--- src/design/mul_isa_pkg.sv ---
// multiply ISA definitions
// word widths, operand and product word types and the
// M-extension multiply opcode encoding shared by the unit

`default_nettype none

package mul_isa_pkg;

	//////////////////////////////////////////////////////////////////////
	// widths
	//////////////////////////////////////////////////////////////////////

	localparam int xlen = 32; // register width of the core

	typedef logic [xlen-1:0]   word_t;  // one operand or result
	typedef logic [2*xlen-1:0] dword_t; // full double-width product

	//////////////////////////////////////////////////////////////////////
	// multiply opcodes
	//////////////////////////////////////////////////////////////////////

	// low half is the same for any signedness, so a single mul_lo
	// high halves differ by how each operand is read
	typedef enum logic [1:0] {
		mul_lo    = 2'b00, // mul, low word of product
		mul_hi_ss = 2'b01, // mulh, signed x signed
		mul_hi_su = 2'b10, // mulhsu, signed rs1 x unsigned rs2
		mul_hi_uu = 2'b11  // mulhu, unsigned x unsigned
	} mul_func_t;

endpackage

`default_nettype wire

--- src/design/mul_fu_pkg.sv ---
// multiply functional unit packets
// issue packet from the scheduler, decoded control, the record that
// walks the partial-product pipeline and the completion packet

`default_nettype none

package mul_fu_pkg;

	import mul_isa_pkg::*;

	localparam int tag_bits = 6; // destination tag width

	typedef logic [tag_bits-1:0] tag_t;

	// one operation as handed over by issue, 72 bits
	typedef struct packed {
		mul_func_t func; // which multiply
		word_t     opa;  // rs1, multiplicand
		word_t     opb;  // rs2, multiplier
		tag_t      tag;  // destination tag
	} mul_issue_t;

	// what travels with the data and is needed at the end
	typedef struct packed {
		logic high_half; // take upper word of product
		tag_t tag;
	} mul_ctrl_t;

	//////////////////////////////////////////////////////////////////////
	// pipeline record, passed stage to stage (200 bits)
	//////////////////////////////////////////////////////////////////////

	typedef struct packed {
		dword_t    mcand;   // shifted left each stage
		dword_t    mplier;  // shifted right each stage
		dword_t    product; // running partial product
		logic      valid;
		mul_ctrl_t ctrl;
	} mul_stage_t;

	// completion packet, 38 bits
	typedef struct packed {
		word_t value;
		tag_t  tag;
	} mul_result_t;

endpackage

`default_nettype wire

--- src/design/mul_decode.sv ---
// multiply decode
// turns the issue opcode into operand signedness and a half select,
// extends both operands to product width and builds the record
// that enters the first pipeline stage, all combinational

`default_nettype none
`timescale 1ns/10ps

module mul_decode (
	input  logic                   issue_valid,
	input  mul_fu_pkg::mul_issue_t issue,
	output mul_fu_pkg::mul_stage_t first
);

	import mul_isa_pkg::*;
	import mul_fu_pkg::*;

	logic   mcand_signed;  // read rs1 as two's complement
	logic   mplier_signed; // read rs2 as two's complement
	logic   high_half;
	dword_t mcand_ext;
	dword_t mplier_ext;

	// sign rule per opcode
	always_comb begin
		mcand_signed  = 1'b1;
		mplier_signed = 1'b0;
		high_half     = 1'b1;
		unique case (issue.func)
			mul_lo: begin
				mplier_signed = 1'b1; // low word same either way
				high_half     = 1'b0;
			end
			mul_hi_ss: mplier_signed = 1'b1;
			mul_hi_su: mplier_signed = 1'b0; // rs2 unsigned
			mul_hi_uu: mcand_signed  = 1'b0; // both unsigned
			default:   high_half     = 1'b1;
		endcase
	end

	// extend to 64 bits, product of the extended words
	// truncated to 64 is the exact product for each mode
	assign mcand_ext  = mcand_signed ? {{xlen{issue.opa[xlen-1]}}, issue.opa}
	                                 : {{xlen{1'b0}}, issue.opa};
	assign mplier_ext = mplier_signed ? {{xlen{issue.opb[xlen-1]}}, issue.opb}
	                                  : {{xlen{1'b0}}, issue.opb};

	always_comb begin
		first.mcand          = mcand_ext;
		first.mplier         = mplier_ext;
		first.product        = '0; // nothing accumulated yet
		first.valid          = issue_valid;
		first.ctrl.high_half = high_half;
		first.ctrl.tag       = issue.tag;
	end

endmodule

`default_nettype wire

--- src/design/mult_stage.sv ---
// multiply pipeline stage
// multiplies one slice of the multiplier by the multiplicand, adds it
// to the running product, shifts both operands by the slice width
// and registers the record for the next stage

`default_nettype none
`timescale 1ns/10ps

module mult_stage #(
	parameter int num_stages = 4
) (
	input  logic                   clock,
	input  logic                   reset,
	input  mul_fu_pkg::mul_stage_t stage_in,
	output mul_fu_pkg::mul_stage_t stage_out
);

	import mul_isa_pkg::*;
	import mul_fu_pkg::*;

	// multiplier bits consumed per stage
	localparam int slice_bits = (2 * xlen) / num_stages;

	dword_t     slice_prod; // slice x mcand
	mul_stage_t next_stage;

	//////////////////////////////////////////////////////////////////////
	// partial product and operand shift
	//////////////////////////////////////////////////////////////////////

	always_comb begin
		slice_prod = dword_t'(stage_in.mplier[slice_bits-1:0]) * stage_in.mcand;
		next_stage         = stage_in;                    // valid and ctrl ride along
		next_stage.product = stage_in.product + slice_prod;
		next_stage.mplier  = stage_in.mplier >> slice_bits; // next slice to bottom
		next_stage.mcand   = stage_in.mcand << slice_bits;  // weight of next slice
	end

	// payload just flows, valid cleared on reset
	always_ff @(posedge clock) begin
		stage_out <= next_stage;
		if (reset) begin
			stage_out.valid <= 1'b0;
		end
	end

endmodule

`default_nettype wire

--- src/design/mult_pipe.sv ---
// multiply execute pipeline
// chain of num_stages partial-product stages; the record leaving the
// last stage holds the full 64-bit product with tag and half select
// carried alongside, num_stages cycles after it entered

`default_nettype none
`timescale 1ns/10ps

module mult_pipe #(
	parameter int num_stages = 4
) (
	input  logic                   clock,
	input  logic                   reset,
	input  mul_fu_pkg::mul_stage_t first,
	output mul_fu_pkg::mul_stage_t last
);

	import mul_fu_pkg::*;

	//////////////////////////////////////////////////////////////////////
	// stage chain
	//////////////////////////////////////////////////////////////////////

	// chain[0] is the decoded record, chain[i+1] the output of stage i
	mul_stage_t chain [num_stages+1];

	assign chain[0] = first;

	genvar i;
	generate
		for (i = 0; i < num_stages; i++) begin : g_stage
			mult_stage #(
				.num_stages (num_stages)
			) u_stage (
				.clock     (clock),
				.reset     (reset),
				.stage_in  (chain[i]),
				.stage_out (chain[i+1])
			);
		end
	endgenerate

	// after the last stage the whole multiplier has been consumed,
	// mplier is zero and mcand shifted out, only product matters
	assign last = chain[num_stages];

endmodule

`default_nettype wire

--- src/design/mul_result.sv ---
// multiply result stage
// picks the low or high word of the product, registers it with its
// tag and raises done for one cycle; also counts operations in
// flight from issue to done and reports busy

`default_nettype none
`timescale 1ns/10ps

module mul_result #(
	parameter int num_stages = 4
) (
	input  logic                    clock,
	input  logic                    reset,
	input  logic                    issue_valid,
	input  mul_fu_pkg::mul_stage_t  last,
	output logic                    done,
	output mul_fu_pkg::mul_result_t result,
	output logic                    busy
);

	import mul_isa_pkg::*;
	import mul_fu_pkg::*;

	// up to num_stages + 1 operations outstanding
	localparam int cnt_bits = $clog2(num_stages + 2);

	logic [cnt_bits-1:0] in_flight;
	word_t               pick;

	assign pick = last.ctrl.high_half ? last.product[2*xlen-1:xlen]
	                                  : last.product[xlen-1:0];

	// result payload
	always_ff @(posedge clock) begin
		result.value <= pick;
		result.tag   <= last.ctrl.tag;
	end

	//////////////////////////////////////////////////////////////////////
	// completion strobe and in-flight count
	//////////////////////////////////////////////////////////////////////

	always_ff @(posedge clock) begin
		if (reset) begin
			done      <= 1'b0;
			in_flight <= '0;
		end else begin
			done <= last.valid; // one cycle after leaving the pipe
			case ({issue_valid, done})
				2'b10:   in_flight <= in_flight + 1'b1;
				2'b01:   in_flight <= in_flight - 1'b1;
				default: in_flight <= in_flight; // idle or issue+done together
			endcase
		end
	end

	assign busy = (in_flight != '0);

endmodule

`default_nettype wire

--- src/design/mul_unit.sv ---
// pipelined integer multiply unit
// mul, mulh, mulhsu and mulhu for a 32-bit execute stage; accepts one
// operation per cycle and returns each result with its tag
// num_stages + 1 cycles after issue, in issue order

`default_nettype none
`timescale 1ns/10ps

module mul_unit #(
	parameter int num_stages = 4 // must divide 64
) (
	input  logic                    clock,
	input  logic                    reset,
	input  logic                    issue_valid,
	input  mul_fu_pkg::mul_issue_t  issue,
	output logic                    done,
	output mul_fu_pkg::mul_result_t result,
	output logic                    busy
);

	import mul_fu_pkg::*;

	mul_stage_t first_rec; // decoded, into stage 0
	mul_stage_t last_rec;  // out of final stage

	//////////////////////////////////////////////////////////////////////
	// decode, 0 cycles
	//////////////////////////////////////////////////////////////////////

	mul_decode u_decode (
		.issue_valid (issue_valid),
		.issue       (issue),
		.first       (first_rec)
	);

	//////////////////////////////////////////////////////////////////////
	// execute, num_stages cycles
	//////////////////////////////////////////////////////////////////////

	mult_pipe #(
		.num_stages (num_stages)
	) u_pipe (
		.clock (clock),
		.reset (reset),
		.first (first_rec),
		.last  (last_rec)
	);

	//////////////////////////////////////////////////////////////////////
	// result, 1 cycle
	//////////////////////////////////////////////////////////////////////

	mul_result #(
		.num_stages (num_stages)
	) u_result (
		.clock       (clock),
		.reset       (reset),
		.issue_valid (issue_valid), // in-flight count up
		.last        (last_rec),
		.done        (done),
		.result      (result),
		.busy        (busy)
	);

endmodule

`default_nettype wire

--- config.mk ---
export PLATFORM = sky130hd
export DESIGN_NAME = mul_unit
export DESIGN_NICKNAME = d
export VERILOG_FILES = /design/src/design/mul_isa_pkg.sv /design/src/design/mul_fu_pkg.sv /design/src/design/mul_decode.sv /design/src/design/mult_stage.sv /design/src/design/mult_pipe.sv /design/src/design/mul_result.sv /design/src/design/mul_unit.sv
export SDC_FILE = /design/constraint.sdc
export NUM_CORES = 2
export LEC_CHECK = 0
export BUFFER_PORTS_ARGS = -buffer_cell sky130_fd_sc_hd__buf_2
export CAP_MARGIN = 10
export CELL_PAD_IN_SITES_DETAIL_PLACEMENT = 0
export CELL_PAD_IN_SITES_GLOBAL_PLACEMENT = 1
export CORE_AREA = 2 2 362 399
export DETAILED_ROUTE_END_ITERATION = 8
export DIE_AREA = 0 0 364 401
export PLACE_DENSITY = 0.73
export SETUP_SLACK_MARGIN = 0.02
export SYNTH_ARGS = -nofsm -noshare
export SYNTH_HDL_FRONTEND = slang
export SYNTH_SLANG_ARGS = --single-unit
--- constraint.sdc ---
create_clock -name clock -period 17.05 [get_ports clock]
set_input_delay 1.705 -clock clock [delete_from_list [all_inputs] [get_ports clock]]
set_output_delay 1.705 -clock clock [all_outputs]
set_load 0.02 [all_outputs]
# Word level (Yosys, flattened, before mapping)
# Cells that the tools add are included.
# word_totals
latchBits,0
ram_bits,0
wordCells,49
rom_bits,0
reg_bits,445
out_inout_bits,40
mem_count,0
in_bits,75
# op_classes
n_eq_ne,4
addsub,5
reduce_logical,4
n_bitwise,0
shift,0
n_mul,4
div_mod_pow,0
order_cmp,0
muxes,5
# ops
operator,count
$add A64 B64 Y64,3
$mul A16 B64 Y64,1
$mux W64,1
$mul A16 B48 Y48,1
$mul A16 B32 Y32,1
$mux W32,1
$mul A1 B16 Y16,1
$pmux W3 S2,1
$eq A2 B1 Y1 const B,2
$eq A2 B2 Y1 const B,2
$add A3 B1 Y3 const B,1
$reduce_bool A3 Y1,1
$sub A3 B1 Y3 const B,1
$logic_not A2 Y1,1
$mux W1,2
$reduce_bool A2 Y1,1
$reduce_or A2 Y1,1

# Depth between registers and ports, before layout
# depth
word_depth,3
mapped_depth,37
ltp_nobuf,36

# Hierarchy
# From an unflattened synthesis, not the netlist that was laid out.
# hier_totals
cells_unflattened,14897
hier_area_um2,132821.1
# by_module_without_submodules
mod,seq_area_each_um2,area_per_inst_um2,instances,cells_each
mult_stage at u_pipe.g_stage[0].u_stage ...,3363.2,32518.7,3,3654
mult_stage at u_pipe.g_stage[3].u_stage,3363.2,32407.3,1,3642
mul_decode,0.0,1510.2,1,202
mul_result,840.8,1347.5,1,91

# Worst setup path before layout
# No wires, ideal clock.
# synth_timing
kind,register to register
startpoint,reg u_pipe.g_stage[0].u_stage.stage_out[163] in the netlist's numbering
endpoint,reg u_pipe.g_stage[1].u_stage.stage_out[71] in the netlist's numbering
path_buffers,1
t_required_ns,16.978
setup_time_ns,0.072
setup_slack_ns,9.115
t_arrival_ns,7.863
path_stages_with_launch,34
period_less_slack_ns,7.935
path_cell_list,dfxtp_1 clkbuf_1 nand2_1 fa_1 fa_1 fa_1 inv_1 fa_1 fa_1 inv_1 fa_1 inv_1 ha_1 nand2_1 or3_1 a21oi_2 o31ai_2 a2111oi_4 o211ai_2 a21oi_1 or2_2 nor4b_1 a211o_1 ha_1 and3_1 nand2_1 nor3_1 and3_1 a221o_1 a21boi_1 o21ai_1 a21oi_1 xnor2_1 xnor2_1
# synth_rtl
item,line,source
"start, declared",mult_stage.sv:15,output mul_fu_pkg::mul_stage_t stage_out
"start signal, assigned",mult_stage.sv:41,stage_out <= next_stage;
"end signal, assigned",mult_stage.sv:41,
"end, declared",mult_stage.sv:15,

==> run metrics <==
status completed; Max Fanout on Critical Path 17; Detailed Routing Iterations Pass 1 5; most frequent cells after synthesis 1261 x inv_1, 1220 x fa_1, 831 x nand2_1, 430 x dfxtp_1, 377 x and2_1; post-synth top area share 0.433; via count 38884; Initial DRC Count 2268; setup ws final 7.65 ns; Worst Hold End u_pipe.g_stage[2].u_stage.stage_out[25]; cell with the most instances after synthesis inv_1; Unique masters post-synth 77; gr usage total 0.213; worst flop-to-flop path startpoint u_pipe.g_stage[0].u_stage.stage_out[166]; post-CTS setup buffer count 0; hold crit path type reg -> reg; Worst R2R Setup Slack 7.65 ns; Clock Tree Buf Depth 3; H-tree levels 2; vias in the first global route 42748; endpoints failing setup 0; Avg Inst Size Synth 9.60 um^2; clock latency on the worst-skew pair 0.65 ns; clock buffers created by TritonCTS 49; fin crit share 0.551; io pins 115; GRT Residual Overflow 0; Fmax achieved 106 MHz; worst r2r path cells 30; hold buffers post-CTS 0; Worst Tran Pin Value 1.06 ns; yosys warns 0; Port Buf Inserts 114; Max-Slew Margin vs Limit 0.295; CP Launch Type register; Setup CP Type reg -> reg; final hold slack 0.320 ns; Final Critical Period 9.40 ns; CP endpoint kind register; Routed WL per cell 19.0 um; Filler Cells Inserted 13766; FP Rows 145; final instance area 0.0605 mm^2; initial antenna violation count 11; Root Driver clkbuf_16; EDFF count, synth 0; core area 0.142 mm^2; CP required 17.53 ns; vias per std cell 4.97; Die Y 401 um; pre-CTS WS 7.74 ns; Crit Reg-Reg Endpoint u_pipe.g_stage[1].u_stage.stage_out[67]; Area Overhead vs Synth 7.29%; Crit path largest cell delay 1.02 ns; Initial Util 0.398; Mapped Cells 5875; Chip Width 364 um; gp weighted congestion 0.882; # diodes 0; Worst path slowest cell dfxtp_1; routed wire length 149000 um; max-cap violations 0; first-pass GRT wire length 241000 um; die area 0.146 mm^2; final setup TNS 0 ns; Crit path top cell by count fa_1; hold path depth 0; Post-Syn Area 0.0564 mm^2; # nets final 7493; cell taking the most area after synthesis fa_1; final hold vios 0; syn_nets 7494; Synth area leaders fa_1 43%, dfxtp_1 15%, inv_1 8.4%; RSZ-0062 raised after global routing false; HP Start u_pipe.g_stage[1].u_stage.stage_out[25]; largest net degree at the start of global routing 35; fraction of layout cells with a size suffix above 1 0.0514; Num Clock Sinks 430; CTS tree yes; post-synthesis async set-or-reset flop share 0; hpwl dp 120000 um; CTS clk-pin slew, worst paths 0.06 ns; register area share after synthesis 0.153; skew final 0.0296 ns; Synth Flop Type dfxtp_1; Cell Area, Placed 0.0589 mm^2; WP data arrival 9.87 ns; post-cts sizing count 0; antenna-violating nets left 0; Slew Viols, Final 0; # DRC 0; flops & latches, synth 430
==> flip-flops by register name, indices dropped and copies added (netlist names) <==
name and flops:
u_result.done 1, u_result.in_flight 3, u_result.result 38, u_pipe.g_stage.u_stage.stage_out 388
==> worst max-delay path by stage <==
stage                                             startpoint                                       to  cells after the start
floorplan           u_pipe.g_stage[0].u_stage.stage_out[163]  u_pipe.g_stage[1].u_stage.stage_out[71]                     33
finish              u_pipe.g_stage[0].u_stage.stage_out[166]  u_pipe.g_stage[1].u_stage.stage_out[67]                     30
detailed placement  u_pipe.g_stage[0].u_stage.stage_out[166]  u_pipe.g_stage[1].u_stage.stage_out[71]                     33
global route        u_pipe.g_stage[0].u_stage.stage_out[166]  u_pipe.g_stage[1].u_stage.stage_out[71]                     33
global placement    u_pipe.g_stage[0].u_stage.stage_out[166]  u_pipe.g_stage[1].u_stage.stage_out[71]                     33
CTS                 u_pipe.g_stage[0].u_stage.stage_out[166]  u_pipe.g_stage[1].u_stage.stage_out[71]                     33
==> placed cells by master (no fill, tap or decap), types with 29 or more instances in the layout <==
cell / netlist / final
a21o_1: 122 / 122
a21oi_1: 198 / 198
and2_1: 377 / 377
buf_2: 2 / 114
buf_4: 0 / 35
clkbuf_16: 0 / 49
dfxtp_1: 430 / 427
fa_1: 1220 / 1220
ha_1: 324 / 324
inv_1: 1261 / 1261
mux2_2: 32 / 32
nand2_1: 831 / 831
nand2b_1: 31 / 31
nand3_1: 51 / 51
nor2_1: 113 / 113
nor2b_1: 33 / 33
o21ai_0: 86 / 86
o21bai_1: 29 / 29
xnor2_1: 181 / 181
xor2_1: 64 / 64
==> area by class of cell <==
type	instances	area, um^2	area share
clock buffer	64	1330	0.0220
clock inverter	26	309	0.00510
inverter	1261	4730	0.0782
multi-input combinational	3983	42300	0.699
sequential	430	8610	0.142
tap	1911	2390	0.0395
timing repair buffer	149	833	0.0138
==> cell families (layout without fill, tap and decap cells) <==
logic type,count (synthesis),in the layout,synth area share
and+or+nand+nor,1547,1547,0.129
adders and majority gates,1544,1544,0.505
buffers and inverters,1462,1500,0.0973
AOI/OAI and AO/OA,613,613,0.0716
DFF,430,430,0.153
xor gates and xnor gates,246,246,0.0383
muxes,33,33,0.00656
==> per-stage QoR <==
step / util / cells
after floorplan: - / 5875
after global placement: 0.416 / 7734
after detailed placement: 0.416 / 7734
after CTS: 0.427 / 7824
after global routing: 0.427 / 7824
final: 0.427 / 7824
==> per-layer routing <==
metal / track usage / part of all wire / vias to the layer above
li1: - / - / 17626
met1: 0.284 / 0.43 / 19918
met2: 0.355 / 0.48 / 1077
met3: 0.0329 / 0.060 / 259
met4: 0.0662 / 0.033 / 4
met5: 0 / 0.00017 / -
==> worst max-delay path: cells and delay by family, from the launching register on <==
family                     cells  cell delay [ns]
adders and majority gates      8             3.85
buffers and inverters          5             0.27
DFF                            1             1.02
and+or+nand+nor               10             1.77
xor gates and xnor gates       2             0.74
AOI/OAI and AO/OA              5             1.58
Power is not shown: default switching activity piles up to over one toggle a cycle in this logic, so the estimate is an artifact.
